==> src/hw/apb_pkg.sv <==
`default_nettype none

package apb_pkg;

	////////////////////
	// Bus widths
	////////////////////

	// Byte address into the completer space
	localparam int ADDR_W = 12;
	localparam int DATA_W = 32;
	localparam int BYTE_W = 8;
	// One strobe bit per byte lane
	localparam int STRB_W = DATA_W / BYTE_W;
	localparam int PROT_W = 3;

	////////////////////
	// Sizes and depths
	////////////////////

	localparam int NUM_REGS = 16;
	localparam int REG_IDX_W = $clog2(NUM_REGS);
	// Command queue in front of the master
	localparam int FIFO_DEPTH = 4;
	localparam int FIFO_PTR_W = $clog2(FIFO_DEPTH);
	// Count needs one more value than the pointers
	localparam int FIFO_CNT_W = $clog2(FIFO_DEPTH + 1);
	// Longest stall the completer produces
	localparam int MAX_WAIT = 3;
	localparam int WAIT_W = $clog2(MAX_WAIT + 1);

	////////////////////
	// Basic types
	////////////////////

	typedef logic [ADDR_W-1:0] apb_addr_t;
	typedef logic [DATA_W-1:0] apb_data_t;
	typedef logic [STRB_W-1:0] apb_strb_t;
	// Bit 0 set means privileged access
	typedef logic [PROT_W-1:0] apb_prot_t;

	// One queued command
	typedef struct packed {
		logic      write;
		apb_addr_t addr;
		apb_data_t wdata;
		apb_strb_t strb;
		apb_prot_t prot;
	} apb_cmd_t;

	// Response returned after completion
	typedef struct packed {
		logic      write;
		apb_addr_t addr;
		apb_data_t rdata;
		logic      err;
	} apb_rsp_t;

	// Requester side of the APB bus
	typedef struct packed {
		logic      psel;
		logic      penable;
		logic      pwrite;
		apb_addr_t paddr;
		apb_data_t pwdata;
		apb_strb_t pstrb;
		apb_prot_t pprot;
	} apb_req_t;

	// Completer side of the APB bus
	typedef struct packed {
		logic      pready;
		apb_data_t prdata;
		logic      pslverr;
	} apb_cpl_t;

	typedef enum logic [1:0] {
		ST_IDLE,
		ST_SETUP,
		ST_ACCESS
	} master_state_t;

endpackage

`default_nettype wire

==> src/hw/apb_cmd_fifo.sv <==
`timescale 1ns/1ns
`default_nettype none

module apb_cmd_fifo (
	input  logic              PCLK,
	input  logic              reset,
	input  logic              cmd_valid,
	input  apb_pkg::apb_cmd_t cmd,
	input  logic              q_pop,
	output logic              q_valid,
	output apb_pkg::apb_cmd_t q_cmd,
	output logic              cmd_drop
);
	import apb_pkg::*;

	// Entry storage
	apb_cmd_t mem [FIFO_DEPTH];
	logic [FIFO_PTR_W-1:0] wr_ptr;
	logic [FIFO_PTR_W-1:0] rd_ptr;
	// Occupancy from 0 up to FIFO_DEPTH
	logic [FIFO_CNT_W-1:0] count;
	logic full;
	logic push;
	logic pop;

	////////////////////
	// Push and pop qualification
	////////////////////

	assign full = (count == FIFO_CNT_W'(FIFO_DEPTH));
	// Pop only counts when something is there
	assign pop = q_pop && q_valid;
	// A full queue still takes a push when the head leaves this cycle
	assign push = cmd_valid && (!full || pop);

	////////////////////
	// Storage
	////////////////////

	always_ff @(posedge PCLK)
	begin
		if (push)
			mem[wr_ptr] <= cmd;
	end

	////////////////////
	// Pointers and count
	////////////////////

	// Pointers wrap naturally since the depth is a power of two
	always_ff @(posedge PCLK)
	begin
		if (reset)
		begin
			wr_ptr   <= '0;
			rd_ptr   <= '0;
			count    <= '0;
			cmd_drop <= 1'b0;
		end
		else
		begin
			if (push)
				wr_ptr <= wr_ptr + 1'b1;
			if (pop)
				rd_ptr <= rd_ptr + 1'b1;
			case ({push, pop})
				2'b10:   count <= count + 1'b1;
				2'b01:   count <= count - 1'b1;
				default: count <= count;
			endcase
			// Strobe that found no room is lost
			cmd_drop <= cmd_valid && !push;
		end
	end

	// Head of queue straight from storage
	assign q_valid = (count != '0);
	assign q_cmd   = mem[rd_ptr];

endmodule

`default_nettype wire

==> src/hw/apb_master.sv <==
`timescale 1ns/1ns
`default_nettype none

module apb_master (
	input  logic              PCLK,
	input  logic              reset,
	input  logic              q_valid,
	input  apb_pkg::apb_cmd_t q_cmd,
	output logic              q_pop,
	output apb_pkg::apb_req_t req,
	input  apb_pkg::apb_cpl_t cpl,
	output logic              rsp_valid,
	output apb_pkg::apb_rsp_t rsp
);
	import apb_pkg::*;

	master_state_t state;
	master_state_t state_nxt;
	// Command held for the whole transfer
	apb_cmd_t cmd_r;
	// Completing access cycle
	logic done;

	////////////////////
	// Queue handshake
	////////////////////

	// Take a new command only from idle
	assign q_pop = (state == ST_IDLE) && q_valid;
	assign done  = (state == ST_ACCESS) && cpl.pready;

	always_ff @(posedge PCLK)
	begin
		if (q_pop)
			cmd_r <= q_cmd;
	end

	////////////////////
	// Transfer FSM
	////////////////////

	always_comb
	begin
		state_nxt = state;
		case (state)
			ST_IDLE:
			begin
				if (q_valid)
					state_nxt = ST_SETUP;
			end
			// Setup always lasts one cycle
			ST_SETUP:
				state_nxt = ST_ACCESS;
			ST_ACCESS:
			begin
				// Stay here while the completer stalls
				if (cpl.pready)
					state_nxt = ST_IDLE;
			end
			default:
				state_nxt = ST_IDLE;
		endcase
	end

	always_ff @(posedge PCLK)
	begin
		if (reset)
			state <= ST_IDLE;
		else
			state <= state_nxt;
	end

	////////////////////
	// Bus drive
	////////////////////

	// All fields come from the held command so they stay put during a stall
	always_comb
	begin
		req.psel    = (state != ST_IDLE);
		req.penable = (state == ST_ACCESS);
		req.pwrite  = cmd_r.write;
		req.paddr   = cmd_r.addr;
		req.pwdata  = cmd_r.wdata;
		req.pstrb   = cmd_r.strb;
		req.pprot   = cmd_r.prot;
	end

	////////////////////
	// Response register
	////////////////////

	always_ff @(posedge PCLK)
	begin
		if (reset)
			rsp_valid <= 1'b0;
		else
			rsp_valid <= done;
	end

	// Capture read data and error in the completing cycle
	always_ff @(posedge PCLK)
	begin
		if (done)
		begin
			rsp.write <= cmd_r.write;
			rsp.addr  <= cmd_r.addr;
			rsp.rdata <= cpl.prdata;
			rsp.err   <= cpl.pslverr;
		end
	end

endmodule

`default_nettype wire

==> src/hw/apb_regbank.sv <==
`timescale 1ns/1ns
`default_nettype none

module apb_regbank (
	input  logic              PCLK,
	input  logic              reset,
	input  apb_pkg::apb_req_t req,
	output apb_pkg::apb_cpl_t cpl
);
	import apb_pkg::*;

	apb_data_t regs [NUM_REGS];
	// Access cycles already spent stalling
	logic [WAIT_W-1:0] wait_cnt;
	// Stall length wanted for this address
	logic [WAIT_W-1:0] wait_need;
	logic [REG_IDX_W-1:0] idx;
	logic access;
	logic complete;
	logic out_of_range;
	logic priv_fault;
	logic err;

	////////////////////
	// Address decode
	////////////////////

	// Word index from the byte address
	assign idx       = req.paddr[2 +: REG_IDX_W];
	// Wait states follow the low word index bits
	assign wait_need = req.paddr[2 +: WAIT_W];
	// Anything above the register window
	assign out_of_range = (req.paddr[ADDR_W-1:REG_IDX_W+2] != '0);
	// Last register is write protected for user accesses
	assign priv_fault = req.pwrite && (idx == REG_IDX_W'(NUM_REGS - 1))
		&& !req.pprot[0];
	assign err = out_of_range || priv_fault;

	////////////////////
	// Wait states
	////////////////////

	assign access   = req.psel && req.penable;
	assign complete = access && (wait_cnt == wait_need);

	// Counter runs only through the stalled access cycles
	always_ff @(posedge PCLK)
	begin
		if (reset)
			wait_cnt <= '0;
		else if (access && !complete)
			wait_cnt <= wait_cnt + 1'b1;
		else
			wait_cnt <= '0;
	end

	////////////////////
	// Register array
	////////////////////

	always_ff @(posedge PCLK)
	begin
		if (reset)
		begin
			for (int i = 0; i < NUM_REGS; i++)
				regs[i] <= '0;
		end
		else if (complete && req.pwrite && !err)
		begin
			// Update only enabled byte lanes
			for (int b = 0; b < STRB_W; b++)
			begin
				if (req.pstrb[b])
					regs[idx][BYTE_W*b +: BYTE_W] <= req.pwdata[BYTE_W*b +: BYTE_W];
			end
		end
	end

	////////////////////
	// Completer outputs
	////////////////////

	// Data and error are zero outside the completing cycle
	always_comb
	begin
		cpl.pready  = complete;
		cpl.pslverr = complete && err;
		cpl.prdata  = '0;
		if (complete && !err && !req.pwrite)
			cpl.prdata = regs[idx];
	end

endmodule

`default_nettype wire

==> src/hw/apb_subsys_top.sv <==
`timescale 1ns/1ns
`default_nettype none

module apb_subsys_top (
	input  logic              PCLK,
	input  logic              reset,
	input  logic              cmd_valid,
	input  apb_pkg::apb_cmd_t cmd,
	output logic              cmd_drop,
	output logic              rsp_valid,
	output apb_pkg::apb_rsp_t rsp,
	output apb_pkg::apb_req_t apb_req,
	output apb_pkg::apb_cpl_t apb_cpl
);
	import apb_pkg::*;

	// Queue to master handshake
	logic     q_valid;
	logic     q_pop;
	apb_cmd_t q_cmd;

	////////////////////
	// Command queue
	////////////////////

	apb_cmd_fifo u_fifo (
		.PCLK      (PCLK),
		.reset     (reset),
		.cmd_valid (cmd_valid),
		.cmd       (cmd),
		.q_pop     (q_pop),
		.q_valid   (q_valid),
		.q_cmd     (q_cmd),
		.cmd_drop  (cmd_drop)
	);

	////////////////////
	// APB requester
	////////////////////

	apb_master u_master (
		.PCLK      (PCLK),
		.reset     (reset),
		.q_valid   (q_valid),
		.q_cmd     (q_cmd),
		.q_pop     (q_pop),
		.req       (apb_req),
		.cpl       (apb_cpl),
		.rsp_valid (rsp_valid),
		.rsp       (rsp)
	);

	// Register bank on the far side of the bus
	apb_regbank u_regbank (
		.PCLK  (PCLK),
		.reset (reset),
		.req   (apb_req),
		.cpl   (apb_cpl)
	);

endmodule

`default_nettype wire

==> config.mk <==
export PLATFORM = sky130hd
export DESIGN_NAME = apb_subsys_top
export DESIGN_NICKNAME = d
export VERILOG_FILES = /design/src/hw/apb_pkg.sv /design/src/hw/apb_cmd_fifo.sv /design/src/hw/apb_master.sv /design/src/hw/apb_regbank.sv /design/src/hw/apb_subsys_top.sv
export SDC_FILE = /design/constraint.sdc
export NUM_CORES = 1
export LEC_CHECK = 0
export BUFFER_PORTS_ARGS = -buffer_cell sky130_fd_sc_hd__buf_4
export CORE_ASPECT_RATIO = 1.4
export CORE_MARGIN = 5
export CORE_UTILIZATION = 55
export CTS_CLUSTER_SIZE = 25
export DETAILED_ROUTE_END_ITERATION = 12
export PLACE_DENSITY = 0.76
export SLEW_MARGIN = 10
export SYNTH_ARGS = -nofsm -noshare
export SYNTH_HDL_FRONTEND = slang
export SYNTH_HIERARCHICAL = 1
export SYNTH_SLANG_ARGS = --single-unit
export TNS_END_PERCENT = 20
==> constraint.sdc <==
create_clock -name PCLK -period 4.4 [get_ports PCLK]
set_clock_uncertainty 0.15 [all_clocks]
set_input_delay 0.66 -clock PCLK [delete_from_list [all_inputs] [get_ports PCLK]]
set_output_delay 0.66 -clock PCLK [all_outputs]
set_load 0.02 [all_outputs]
# [Yosys cells after proc, flatten, opt, wreduce, memory -nomap -nowiden]
# Memory sizes are Yosys's and may differ from the RTL's. A register that Yosys moved wholly into a read port is not among the register bits.
# Cells that the tools add are included.
[word_totals] mem_bits_rw=720 output_inout_bits=136 wordCells=87 reg_bits=59 mem_count=2 in_bits=55
[memory_table] name="u_regbank.regs" depth=16 width=32 rd=1 rd_clocked_by_memory_dff=0 wr=16 line_no="apb_regbank.sv:12" text="apb_data_t regs [NUM_REGS];"
[memory_table] name="u_fifo.mem" depth=4 width=52 rd=1 rd_clocked_by_memory_dff=1 wr=1 line_no="apb_cmd_fifo.sv:17" text="apb_cmd_t mem [FIFO_DEPTH];"
[classes] eq_ne=9 n_addsub=5 muxes=28 n_reduce_logical=31 bitwise_logic=1
[op_table] op="$mux 32" count=2
[op_table] op="$reduce_or 32->1" count=1
[op_table] op="$mux 1" count=20
[op_table] op="$logic_and 1x1->1" count=15
[op_table] op="$mux 4" count=2
[op_table] op="$add 2x1->2 const B" count=3
[op_table] op="$logic_not 1->1" count=6
[op_table] op="$pmux 2 s3" count=1
[op_table] op="$pmux 3 s2" count=1
[op_table] op="$reduce_bool 6->1" count=1
[op_table] op="$eq 2x1->1 const B" count=2
[op_table] op="$eq 2x2->1 const B" count=2
[op_table] op="$eq 4x4->1 const B" count=1
[op_table] op="$mux 2" count=2
[op_table] op="$ne 2x2->1 const B" count=2
[op_table] op="$reduce_bool 2->1" count=2
[op_table] op="$add 3x1->3 const B" count=1
[op_table] op="$eq 3x3->1 const B" count=1
[op_table] op="$reduce_bool 3->1" count=1
[op_table] op="$sub 3x1->3 const B" count=1
[op_table] op="$eq 2x2->1" count=1
[op_table] op="$logic_not 2->1" count=1
[op_table] op="$logic_or 1x1->1" count=2
[op_table] op="$reduce_and 2->1" count=1
[op_table] op="2 further kinds" count=2

# [Logic depth before layout (Yosys ltp)]
# Gate-level depths: netlist of the first run.
[depth] depth_word=11 mapped_depth=8 depth_no_buf=8

# [Modules after synthesis]
# The synthesis of the first run kept the hierarchy.
[by_module_without_submodules] module="apb_regbank" seq_area_each_um2=15414.8 instances=1 cells_each=1622 area_per_inst_um2=23393.7
[by_module_without_submodules] module="apb_cmd_fifo" seq_area_each_um2=6446.2 instances=1 cells_each=331 area_per_inst_um2=8032.7
[by_module_without_submodules] module="apb_master" seq_area_each_um2=3002.9 instances=1 cells_each=110 area_per_inst_um2=3076.7

# [Worst setup path after synthesis of the first run]
# Ideal clock, no wire load.
[synth_timing] kind="flip-flop to flip-flop" from="register u_fifo.count[0]" to="register u_fifo.count[2]" synth_period_minus_slack_ns=4.620 arrival_time_ns=4.348 t_required_ns=4.129 setup_time_ns=0.121 stages_incl_launch_ff=8 path_buffers=0 slack_ns=-0.220 cell_sequence="dfxtp_1 or3_2 nor3b_2 o31a_2 nand2b_1 fa_1 o31ai_2 mux2_4"
[synth_between] elab_chain_len=7 elab_cells_between_ends=13 classes_between="2 x add/sub; 3 x eq/ne; 1 x mux; 7 x reduce/logical"
[synth_lines] item="start, declared" line_no="apb_cmd_fifo.sv:21" text="logic [FIFO_CNT_W-1:0] count;"
[synth_lines] item="start signal, assigned" line_no="apb_cmd_fifo.sv:67" text="2'b10: count <= count + 1'b1;"
[synth_lines] item="start signal, assigned" line_no="apb_cmd_fifo.sv:68" text="2'b01: count <= count - 1'b1;"
[synth_lines] item="start signal, assigned" line_no="apb_cmd_fifo.sv:69" text="default: count <= count;"
[synth_lines] item="$reduce_bool 3->1 *" line_no="apb_cmd_fifo.sv:77" text="assign q_valid = (count != '0);"
[synth_lines] item="via q_valid" line_no="apb_subsys_top.sv:18" text="logic q_valid;"
[synth_lines] item="$logic_and 1x1->1 *" line_no="apb_master.sv:29" text="assign q_pop = (state == ST_IDLE) && q_valid;"
[synth_lines] item="via q_pop" line_no="apb_subsys_top.sv:19" text="logic q_pop;"
[synth_lines] item="$logic_and 1x1->1 *" line_no="apb_cmd_fifo.sv:32" text="assign pop = q_pop && q_valid;"
[synth_lines] item="$logic_or 1x1->1" line_no="apb_cmd_fifo.sv:34" text="assign push = cmd_valid && (!full || pop);"
[synth_lines] item="$logic_and 1x1->1" line_no="apb_cmd_fifo.sv:34"
[synth_lines] item="$eq 2x1->1 / $eq 2x2->1 (equally long branches)" line_no="apb_cmd_fifo.sv:66" text="case ({push, pop})"
[synth_lines] item="$pmux 3 s2 / $reduce_bool 2->1 (equally long branches)"
# Mark *: on every way through the listed nets, which the timed path passes. The rest lies on a longest branch.
# A chain may end at the register's enable or synchronous reset.

==> results of run 1 <==
[worst max-delay path: cells and delay by family (launching register included)]
family | cells | cell delay (ns)
AND/OR/NAND/NOR | 4 | 1.09
AO/OA/AOI/OAI | 1 | 0.85
buffers and inverters | 2 | 0.56
flip-flops | 1 | 0.44
[metrics by stage]
stage / util (%) / total power [W] / TNS, ns
floorplan: - / 0.0139 / 0
global placement: 59.2 / 0.0156 / 0
detailed placement: 59.2 / 0.0157 / 0
CTS: 63.4 / 0.0225 / -0.0109
global route: 63.4 / 0.0232 / -2.17
finish: 63.4 / 0.0223 / 0
[final timing paths]
kind	from	end	slack, ns	cells after the start
max	u_master/state[1]$_SDFFE_PP0P_	apb_cpl[13]	0.02	7
min	cmd[38]	u_fifo/mem[3][38]$_DFFE_PP_	0.1	1
max reg2reg	u_master/req[48]$_DFFE_PP_	u_regbank/regs[0][1]$_SDFFCE_PN0P_	0.88	4
min reg2reg	u_master/req[40]$_DFFE_PP_	u_master/rsp[34]$_DFFE_PP_	0.35	0
[state kept, by name, summed over array words and instances (netlist names), named ones only]
register / cells
u_regbank/regs: 512
u_fifo/mem: 208
u_master/req: 52
u_master/rsp: 46
u_fifo/count: 3
u_fifo/rd_ptr: 2
u_fifo/wr_ptr: 2
u_master/state: 2
u_regbank/wait_cnt: 2
u_fifo/cmd_drop: 1
u_master/rsp_valid: 1
[power by group]
group          total (W)  switching [W]  internal, W
logic            0.00546        0.00324      0.00222
registers         0.0101       0.000590      0.00952
clock network    0.00674        0.00281      0.00393
total             0.0223        0.00664       0.0157
[placed cells by master, fill, tap and decap left out, drive strengths merged, types with 4 or more instances in the layout]
| cell | count |
|---|---|
| nand3 | 12 |
| mux4 | 147 |
| a22o | 31 |
| mux2i | 97 |
| ha | 4 |
| buf | 281 |
| o21bai | 64 |
| nor2 | 556 |
| bufinv | 10 |
| inv | 12 |
| xor2 | 5 |
| and3 | 4 |
| nor2b | 7 |
| dfxtp | 15 |
| edfxtp | 818 |
| nand2 | 15 |
| nand4 | 33 |
| nor3b | 4 |
| clkinv | 32 |
| a2111oi | 31 |
| clkbuf | 95 |
[layer usage]
layer  track usage [%]  vias up  wire length (um)
li1                  -     8217                 -
met1              27.4     9347             27800
met2              38.0      722             38500
met3              4.12      118              4980
met4              6.91        0              1970
met5                 0        -                 0
[layout make-up]
class / instances / area (um^2)
clock buffers: 95 / 2060
clock inverters: 47 / 498
fillers: 4337 / 22700
inverters: 8 / 30.0
multi-input cells: 1049 / 8780
flip-flops and latches: 833 / 24900
well taps: 825 / 1030
repair buffers: 281 / 2150
[kinds of logic (layout without fill, tap and decap cells)]
| kind of cell | count (synthesis) | count (layout) | synth area share [%] |
|---|---|---|---|
| AO/OA/AOI/OAI | 141 | 141 | 3.31 |
| XOR/XNOR | 7 | 7 | 0.178 |
| adder cells (fa/ha/maj) | 5 | 5 | 0.203 |
| buffers and inverters | 181 | 431 | 2.65 |
| flip-flops | 833 | 833 | 72.1 |
| multiplexers | 245 | 245 | 12.5 |
| AND/OR/NAND/NOR | 651 | 651 | 9.15 |
[timing repair]
action | CTS | global route
setup endpoints to repair | 9 | 26
hold endpoints to repair | 0 | 0
resized for setup | 11 | 7
pin swaps | 0 | 0
==> qor_table.md, run 1 <==
| Group | Parameter | This run |
| --- | --- | --- |
| status | Result of the run | completed |
| synth | Top flip-flop cell by instance count after synthesis | sky130_fd_sc_hd__edfxtp_1 |
| power and ir drop | Worst IR Drop VDD | 0.483 mV |
| global routing | Via count of the first global-routing pass | 19,300 |
| power and ir drop | Power density over cell area | 566 mW/mm^2 |
| drt | Avg Vias per Cell | 5.86 |
| timing | Max-slew violation count | 0 |
| timing | Min setup slack post-route | 0.0161 ns |
| drt | Avg WL per Cell | 23.3 um |
| timing | Worst-margin pin slew | 1.15 ns |
| global routing | Largest net degree at the start of global routing | 81 |
| place | Port buffer count | 190 |
| clock tree | Clk Latency, worst-skew pair | 0.61 ns |
| drt | Initial DRC count | 1,734 |
| setup path | Worst setup SP type | flop |
| synth | Share of flip-flops with an asynchronous set or reset after synthesis | 0% |
| timing | Tmin final | 4.38 ns |
| synth | Dominant cell by count in the synthesized netlist | sky130_fd_sc_hd__edfxtp_1 |
| final layout | Cell Count, Final, Fillers Out | 3,138 |
| timing | Slew Limit Headroom | 23.1% |
| clock tree | CTS Hold Bufs | 0 |
| place | Worst setup slack after placement | 0.313 ns |
| setup path | Arr. time, crit path | 3.57 ns |
| clock tree | # H-tree levels | 3 |
| power and ir drop | Static leakage power | 13.2 nW |
| synth | Number of warnings printed during yosys synthesis | 6 |
| timing | Total of endpoints with negative setup slack in the final report | 0 |
| setup path | Data required, critical path | 3.59 ns |
| clock tree | Clock Tree Buf Depth | 3 |
| place | Placed cells | 2,996 |
| setup path | Worst setup path class | reg2out |
| synth | Net Count, Synth | 2,123 |
| global routing | First-pass GRT wire length | 114,000 um |
| timing | RSZ-0062 raised after global routing | true |
| floorplanning | I/O pin total | 191 |
| drt | Routed via count | 18,400 |
| final layout | Nets | 2,310 |
| setup path | Longest individual stage delay on the worst path | 0.85 ns |
| setup path | Largest fanout of any net on the critical path | 32 |
| drt | Post-route DRC violation count | 0 |
| floorplanning | Core Box Area | 0.0622 mm^2 |
| global routing | GRT overflow | 0 |
| synth | Synth area leader | sky130_fd_sc_hd__edfxtp_1 |
| clock tree | Clock buffer count from CTS | 77 |
| clock tree | Setup bufs post-CTS | 0 |
| setup path | Most frequent cell on the critical path | sky130_fd_sc_hd__buf_4 |
| final layout | Layout cell share with drive strength beyond 1 | 25.8% |
| timing | Share of the cycle needed by the critical path after routing | 99.6% |
| synth | Number of cells produced by synthesis | 2,063 |
| final layout | Post-route cell area | 0.0394 mm^2 |
| place | Global placer's final weighted congestion | 0.806 |
| timing | Post-route worst hold slack | 0.0958 ns |
| clock tree | Clock tree from TritonCTS | yes |
| synth | Synth area leaders | sky130_fd_sc_hd__edfxtp_1 71%, sky130_fd_sc_hd__mux4_2 9.6%, sky130_fd_sc_hd__nor2_1 6.0% |
| place | DP Area | 0.0368 mm^2 |
| synth | Post-synth design cell area | 0.0345 mm^2 |
| floorplanning | Effective utilization at floorplan | 55.5% |
| drt | Pre-Repair DR Iteration Count | 5 |
| global routing | Global-route total usage across every layer | 21.6% |
| synth | Average footprint of a synthesized cell | 16.7 um^2 |
| floorplanning | Overall die width | 222 um |
| synth | Post-synth cell types | 56 |
| drt | Post-DRT Antenna Nets | 0 |
| clock tree | Worst-path clk slew | 0.06 ns |
| floorplanning | Standard-cell row count | 108 |
| clock tree | Master cell of the clock root buffer | sky130_fd_sc_hd__clkbuf_16 |
| drt | Final routed wirelength across all metal layers | 73,200 um |
| synth | EDFF count, synth | 818 |
| run | Number of max-cap violations | 0 |
| final layout | Area growth, synth to finish | 14.2% |
| synth | Leading post-synthesis cells by instance count | 818 x sky130_fd_sc_hd__edfxtp_1, 556 x sky130_fd_sc_hd__nor2_1, 147 x sky130_fd_sc_hd__mux4_2, 97 x sky130_fd_sc_hd__mux2i_1, 87 x sky130_fd_sc_hd__clkbuf_1 |
| synth | Sequential fraction of the synthesis area | 72.1% |
| timing | Fmax | 228 MHz |
| setup path | Critical Path End Type | output port |
| setup path | Crit-path slowest cell | sky130_fd_sc_hd__a2111oi_1 |
| floorplanning | Height of the die | 306 um |
| final layout | Antenna diode count | 0 |
| hold path | Class of the most critical hold timing path | in2reg |
| synth | Flip-flop and latch count after synthesis | 833 |
| global routing | Antenna violations before repair | 0 |
| place | Estimated wirelength of the detail-placed design | 49,300 um |
| setup path | Worst path cell trace | nor2b_1 -> nand2_1 -> or3_1 -> nand4b_4 -> buf_4 -> a2111oi_1 -> buf_4 |
| clock tree | TritonCTS Sinks | 833 |
| timing | Hold violation total from the final report | 0 |
| floorplanning | Total Die Area | 0.0679 mm^2 |
| synth | Fraction of post-synthesis cell area in the top cell type by area | 71.2% |
(Power assumes the default switching activity.)
==> run 2: changes to the inputs <==
--- a/config.mk
+++ b/config.mk
@@ -11,6 +11,7 @@
 export CORE_UTILIZATION = 55
 export CTS_CLUSTER_SIZE = 25
 export DETAILED_ROUTE_END_ITERATION = 12
+export MAX_ROUTING_LAYER = met4
 export PLACE_DENSITY = 0.76
 export SLEW_MARGIN = 10
 export SYNTH_ARGS = -nofsm -noshare
==> qor_table.md, run 2 (synthesis gave the netlist of run 1 again) <==
| Group | Parameter | This run |
| --- | --- | --- |
| status | Result of the run | completed |
| final layout | Antenna diode count | 0 |
| global routing | GRT overflow | 0 |
| final layout | Layout cell share with drive strength beyond 1 | 25.8% |
| power and ir drop | Worst IR Drop VDD | 0.482 mV |
| setup path | Arr. time, crit path | 3.55 ns |
| global routing | Via count of the first global-routing pass | 19,400 |
| drt | Met2 Wirelength | 38,700 um |
| hold path | Hold Path Cell Cnt | 1 |
| power and ir drop | Static leakage power | 13.2 nW |
| power and ir drop | Sw frac | 29.8% |
| drt | Final routed wirelength across all metal layers | 73,500 um |
| timing | Hold violation total from the final report | 0 |
| power and ir drop | Total Power Consumption | 0.0223 W |
| drt | Pre-Repair DR Iteration Count | 7 |
| power and ir drop | Internal power consumption | 0.0157 W |
| hold path | Class of the most critical hold timing path | in2reg |
| final layout | Register with the most flip-flops | u_regbank/regs |
| global routing | First-pass GRT wire length | 114,000 um |
| setup path | Largest fanout of any net on the critical path | 32 |
| drt | Wire length on met1 | 27,900 um |
| timing | RSZ-0062 raised after global routing | true |
| clock tree | Clk Latency, worst-skew pair | 0.61 ns |
| setup path | Worst path cell trace | nor2b_1 -> nand2_1 -> or3_1 -> nand4b_4 -> buf_4 -> a2111oi_1 -> buf_4 |
| clock tree | Clock Tree Buf Depth | 3 |
| place | Port buffer count | 190 |
| global routing | Global-route total usage across every layer | 22.2% |
| timing | Fmax | 229 MHz |
| global routing | Largest net degree at the start of global routing | 81 |
| setup path | Worst setup path class | reg2out |
| global routing | Antenna violations before repair | 0 |
| setup path | Worst setup SP type | flop |
| clock tree | # H-tree levels | 3 |
| place | DP Area | 0.0368 mm^2 |
| drt | Sum of met3 wire segment lengths after detailed routing | 5020 um |
| setup path | Path depth of the worst reg2reg path | 4 |
| power and ir drop | Share of power burned in registers | 45.3% |
| final layout | Area growth, synth to finish | 14.2% |
| floorplanning | Standard-cell row count | 108 |
| place | Global placer's final weighted congestion | 0.817 |
| final layout | Most common cell after layout, fill and taps aside | sky130_fd_sc_hd__edfxtp_1 |
| setup path | Longest individual stage delay on the worst path | 0.83 ns |
| floorplanning | Effective utilization at floorplan | 55.5% |
| clock tree | Clock buffer count from CTS | 77 |
| power and ir drop | Power density over cell area | 566 mW/mm^2 |
| final layout | Nets | 2,310 |
| power and ir drop | Proportion of power drawn by combinational gates | 24.5% |
| setup path | Most frequent cell on the critical path | sky130_fd_sc_hd__buf_4 |
| floorplanning | I/O pin total | 191 |
| final layout | Flip-flop count of the largest register after layout | 512 |
| final layout | Post-route cell area | 0.0394 mm^2 |
| timing | Summed negative setup slack over all endpoints | 0 ns |
| drt | Avg WL per Cell | 23.4 um |
| drt | Post-DRT Antenna Nets | 0 |
| setup path | Crit-path slowest cell | sky130_fd_sc_hd__a2111oi_1 |
| timing | Tmin final | 4.36 ns |
| timing | Max-slew violation count | 0 |
| floorplanning | Overall die width | 222 um |
| floorplanning | Height of the die | 306 um |
| floorplanning | Core Box Area | 0.0622 mm^2 |
| timing | Share of the cycle needed by the critical path after routing | 99.2% |
| drt | Initial DRC count | 1,709 |
| place | Estimated wirelength of the detail-placed design | 49,300 um |
| setup path | Critical Path End Type | output port |
| drt | Post-route DRC violation count | 0 |
| drt | Avg Vias per Cell | 5.87 |
| clock tree | Master cell of the clock root buffer | sky130_fd_sc_hd__clkbuf_16 |
| drt | Routed via count | 18,400 |
| timing | Slew Limit Headroom | 22.8% |
| timing | Worst-margin pin slew | 1.16 ns |
| clock tree | Worst-path clk slew | 0.06 ns |
| timing | Total of endpoints with negative setup slack in the final report | 0 |
| final layout | Highest-count cells in the layout ignoring fill and taps | 818 x sky130_fd_sc_hd__edfxtp_1, 556 x sky130_fd_sc_hd__nor2_1, 277 x sky130_fd_sc_hd__buf_4, 147 x sky130_fd_sc_hd__mux4_2, 97 x sky130_fd_sc_hd__mux2i_1 |
| drt | Highest routed metal layer | met4 |
| power and ir drop | Fraction of power consumed by the clock network | 30.2% |
| setup path | Data required, critical path | 3.59 ns |
| clock tree | Clock tree from TritonCTS | yes |
| power and ir drop | Switching component of the power | 0.00664 W |
| run | Number of max-cap violations | 0 |
| floorplanning | Total Die Area | 0.0679 mm^2 |
| final layout | Core utilization of the finished layout | 63.4% |
| clock tree | TritonCTS Sinks | 833 |
-- run 2: cell counts in the layout (fill, tap and decap cells not counted) --
Identical to the previous run, type by type.
-- run 2: routing by layer --
metal | GRT usage, % | vias up
met2 | 38.0 | 704
met1 | 27.5 | 9378
met5 | - | -
met4 | 6.93 | 0
li1 | - | 8214
met3 | 3.90 | 118
-- run 2: worst max-delay path: cells and delay by family, from the launching register on --
kind	cells	cell delay, ns
flops	1	0.44
compound gates	1	0.83
buf+inv	2	0.55
simple gates	4	1.08
-- run 2: power groups by stage --
stage          combinational, W  sequential [W]  clock, W
2_1_floorplan           0.00360          0.0103         0
3_3_place_gp            0.00534          0.0103         0
3_5_place_dp            0.00544          0.0103         0
4_1_cts                 0.00549          0.0101   0.00689
5_1_grt                 0.00582          0.0102   0.00722
6_report                0.00546          0.0101   0.00674
-- run 2: final cells by class --
| type | instances | area, um^2 |
|---|---|---|
| fill | 4337 | 22700 |
| clock buffer | 95 | 2060 |
| clock inverter | 47 | 498 |
| multi-input combinational | 1049 | 8780 |
| inverter | 8 | 30.0 |
| tap | 825 | 1030 |
| timing repair buffer | 281 | 2150 |
| sequential | 833 | 24900 |
-- run 2: path summary, 6_finish.rpt --
check,slack (ns),start,endpoint
hold reg to reg,0.35,u_master/req[40]$_DFFE_PP_,u_master/rsp[34]$_DFFE_PP_
setup reg to reg,0.88,u_master/req[48]$_DFFE_PP_,u_regbank/regs[5][4]$_SDFFCE_PN0P_
hold / removal,0.09,cmd[40],u_fifo/mem[3][40]$_DFFE_PP_
setup / recovery,0.04,u_master/state[1]$_SDFFE_PP0P_,apb_cpl[13]
-- run 2: repair_timing --
item                                    4_1_cts  5_1_grt
endpoints found under the setup margin        9       26
gates resized for setup                      11        7
hold buffers                                  0        0
buffers inserted                              0        0
pin swaps                                     0        0
hold endpoints to repair                      0        0
-- run 2: through the flow --
stage,setup slack (ns),std cells,hold slack (ns)
after floorplan,0.568,2063,0.315
after global placement,0.434,2996,0.318
after detailed placement,0.313,2996,0.317
after CTS,-0.00604,3138,0.0575
after global routing,-0.165,3138,0.0699
final,0.0356,3138,0.0947
==> run 3: changes to the inputs <==
--- a/config.mk
+++ b/config.mk
@@ -8,11 +8,11 @@
 export BUFFER_PORTS_ARGS = -buffer_cell sky130_fd_sc_hd__buf_4
 export CORE_ASPECT_RATIO = 1.4
 export CORE_MARGIN = 5
-export CORE_UTILIZATION = 55
+export CORE_UTILIZATION = 45
 export CTS_CLUSTER_SIZE = 25
 export DETAILED_ROUTE_END_ITERATION = 12
 export MAX_ROUTING_LAYER = met4
-export PLACE_DENSITY = 0.76
+export PLACE_DENSITY = 0.64
 export SLEW_MARGIN = 10
 export SYNTH_ARGS = -nofsm -noshare
 export SYNTH_HDL_FRONTEND = slang
==> qor_table.md, run 3 (synthesis gave the netlist of run 1 again) <==
| Group | Parameter | This run |
| --- | --- | --- |
| clock tree | Clk Latency, worst-skew pair | 0.65 ns |
| status | Result of the run | complete, but fails checks |
| drt | Final routed wirelength across all metal layers | 78,600 um |
| final layout | Total of fill cells in the finished design | 6,105 |
| global routing | Via count of the first global-routing pass | 19,300 |
| clock tree | Clock Tree Buf Depth | 3 |
| setup path | Critical Path End Type | output port |
| clock tree | Worst-path clk slew | 0.07 ns |
| timing | RSZ-0062 raised after global routing | true |
| clock tree | Master cell of the clock root buffer | sky130_fd_sc_hd__clkbuf_16 |
| place | Global placer's final weighted congestion | 0.825 |
| final layout | Area growth, synth to finish | 15.5% |
| global routing | First-pass GRT wire length | 119,000 um |
| clock tree | Clock tree from TritonCTS | yes |
| power and ir drop | Proportion of power drawn by combinational gates | 24.6% |
| timing | Tmin final | 4.44 ns |
| setup path | Worst setup path class | reg2out |
| global routing | Antenna violations before repair | 0 |
| power and ir drop | Power density over cell area | 576 mW/mm^2 |
| drt | Post-DRT Antenna Nets | 0 |
| final layout | Highest-count cells in the layout ignoring fill and taps | 818 x sky130_fd_sc_hd__edfxtp_1, 556 x sky130_fd_sc_hd__nor2_1, 273 x sky130_fd_sc_hd__buf_4, 147 x sky130_fd_sc_hd__mux4_2, 97 x sky130_fd_sc_hd__mux2i_1 |
| setup path | Longest individual stage delay on the worst path | 0.84 ns |
| global routing | Global-route total usage across every layer | 19.6% |
| floorplanning | I/O pin total | 191 |
| final layout | Cell Count, Final, Fillers Out | 3,294 |
| run | Number of max-cap violations | 0 |
| setup path | Worst setup SP type | flop |
| setup path | Crit-path leading delay family | simple AND/OR/NAND/NOR gates |
| final layout | Core utilization of the finished layout | 52.3% |
| floorplanning | Total Die Area | 0.0824 mm^2 |
| clock tree | CTS Hold Bufs | 0 |
| setup path | Crit-path slowest cell | sky130_fd_sc_hd__a2111oi_1 |
| setup path | Worst path bufs/invs | 2 |
| power and ir drop | Internal power consumption | 0.0160 W |
| final layout | Layout cell share with drive strength beyond 1 | 26.1% |
| floorplanning | Core Box Area | 0.0763 mm^2 |
| timing | Max-slew violation count | 0 |
| power and ir drop | Worst IR Drop VDD | 0.434 mV |
| timing | Share of the cycle needed by the critical path after routing | 101% |
| global routing | GRT overflow | 0 |
| power and ir drop | Share of power burned in registers | 44.1% |
| drt | Avg Vias per Cell | 5.59 |
| drt | Avg WL per Cell | 23.9 um |
| setup path | Largest fanout of any net on the critical path | 32 |
| place | Port buffer count | 190 |
| place | Estimated wirelength of the detail-placed design | 53,700 um |
| floorplanning | Overall die width | 244 um |
| drt | Initial DRC count | 1,462 |
| place | Placed cells | 3,146 |
| final layout | Register with the most flip-flops | u_regbank/regs |
| floorplanning | Effective utilization at floorplan | 45.2% |
| power and ir drop | Switching component of the power | 0.00696 W |
| timing | Min setup slack post-route | -0.0396 ns |
| setup path | Most frequent cell on the critical path | sky130_fd_sc_hd__buf_4 |
| final layout | Nets | 2,313 |
| power and ir drop | Fraction of power consumed by the clock network | 31.3% |
| clock tree | TritonCTS Sinks | 833 |
| clock tree | # H-tree levels | 3 |
| final layout | Antenna diode count | 0 |
| timing | Hold violation total from the final report | 0 |
| timing | Slew Limit Headroom | 24.9% |
| clock tree | Clock buffer count from CTS | 81 |
| setup path | Worst path cell trace | nor2b_1 -> nand2_1 -> or3_1 -> nand4b_4 -> buf_4 -> a2111oi_1 -> buf_4 |
| floorplanning | Height of the die | 338 um |
| hold path | Class of the most critical hold timing path | in2reg |
| setup path | Arr. time, crit path | 3.63 ns |
| global routing | Largest net degree at the start of global routing | 100 |
| drt | Post-route DRC violation count | 0 |
| floorplanning | Standard-cell row count | 120 |
| final layout | Most common cell after layout, fill and taps aside | sky130_fd_sc_hd__edfxtp_1 |
| timing | Worst-margin pin slew | 1.12 ns |
| power and ir drop | Sw frac | 30.3% |
| status | Violated checks | setup timing |
| drt | Routed via count | 18,400 |
| drt | Pre-Repair DR Iteration Count | 5 |
| timing | Summed negative setup slack over all endpoints | -0.0786 ns |
| timing | Fmax | 225 MHz |
| timing | Total of endpoints with negative setup slack in the final report | 3 |
| setup path | Data required, critical path | 3.59 ns |
| final layout | Flip-flop count of the largest register after layout | 512 |
| power and ir drop | Static leakage power | 13.3 nW |
| place | Worst setup slack after placement | 0.392 ns |
[run 3: final cells by class]
| type | instances | area (um^2) | share of cell area, % |
|---|---|---|---|
| multi-input combinational | 1049 | 8790 | 22.1 |
| clock inverter | 55 | 696 | 1.75 |
| sequential | 833 | 24900 | 62.4 |
| tap | 976 | 1220 | 3.06 |
| timing repair buffer | 280 | 2180 | 5.47 |
| clock buffer | 93 | 2070 | 5.20 |
| inverter | 8 | 30.0 | 0.0753 |
[run 3: power groups by stage]
stage | Sequential, W | Clock [W] | Combinational, W
final | 0.0101 | 0.00720 | 0.00565
after detailed placement | 0.0103 | 0 | 0.00568
after global placement | 0.0103 | 0 | 0.00561
after CTS | 0.0102 | 0.00738 | 0.00572
after global routing | 0.0102 | 0.00771 | 0.00603
after floorplan | 0.0103 | 0 | 0.00360
[run 3: final timing paths]
| kind | cells past startpoint | endpoint | slack (ns) | startpoint |
|---|---|---|---|---|
| worst max-delay path | 7 | apb_cpl[6] | -0.04 | u_master/state[1]$_SDFFE_PP0P_ |
| worst min-delay path | 1 | u_fifo/mem[1][38]$_DFFE_PP_ | 0.06 | cmd[38] |
| worst max register to register | 4 | u_regbank/regs[2][29]$_SDFFCE_PN0P_ | 0.71 | u_master/req[48]$_DFFE_PP_ |
| worst min register to register | 0 | u_master/rsp[40]$_DFFE_PP_ | 0.34 | u_master/req[46]$_DFFE_PP_ |
[run 3: timing repair]
| item | 4_1_cts | 5_1_grt |
|---|---|---|
| buffers inserted | 0 | 0 |
| resized for setup | 14 | 6 |
| gates cloned | 0 | 0 |
| endpoints found under the setup margin | 14 | 23 |
[run 3: per-stage QoR]
| step | total power, W | hold slack (ns) | cell area, um^2 |
|---|---|---|---|
| 2_1_floorplan | 0.0139 | 0.315 | 34500 |
| 3_3_place_gp | 0.0159 | 0.317 | 37100 |
| 3_5_place_dp | 0.0160 | 0.324 | 37100 |
| 4_1_cts | 0.0233 | 0.0189 | 39800 |
| 5_1_grt | 0.0240 | 0.0365 | 39900 |
| 6_report | 0.0230 | 0.0628 | 39900 |
[run 3: metal layers]
layer | GRT usage, % | up-vias | part of all wire (%)
met3 | 3.89 | 135 | 6.6
met5 | - | - | 0
met2 | 33.4 | 604 | 52
li1 | - | 8223 | -
met4 | 6.30 | 0 | 2.8
met1 | 23.7 | 9436 | 38
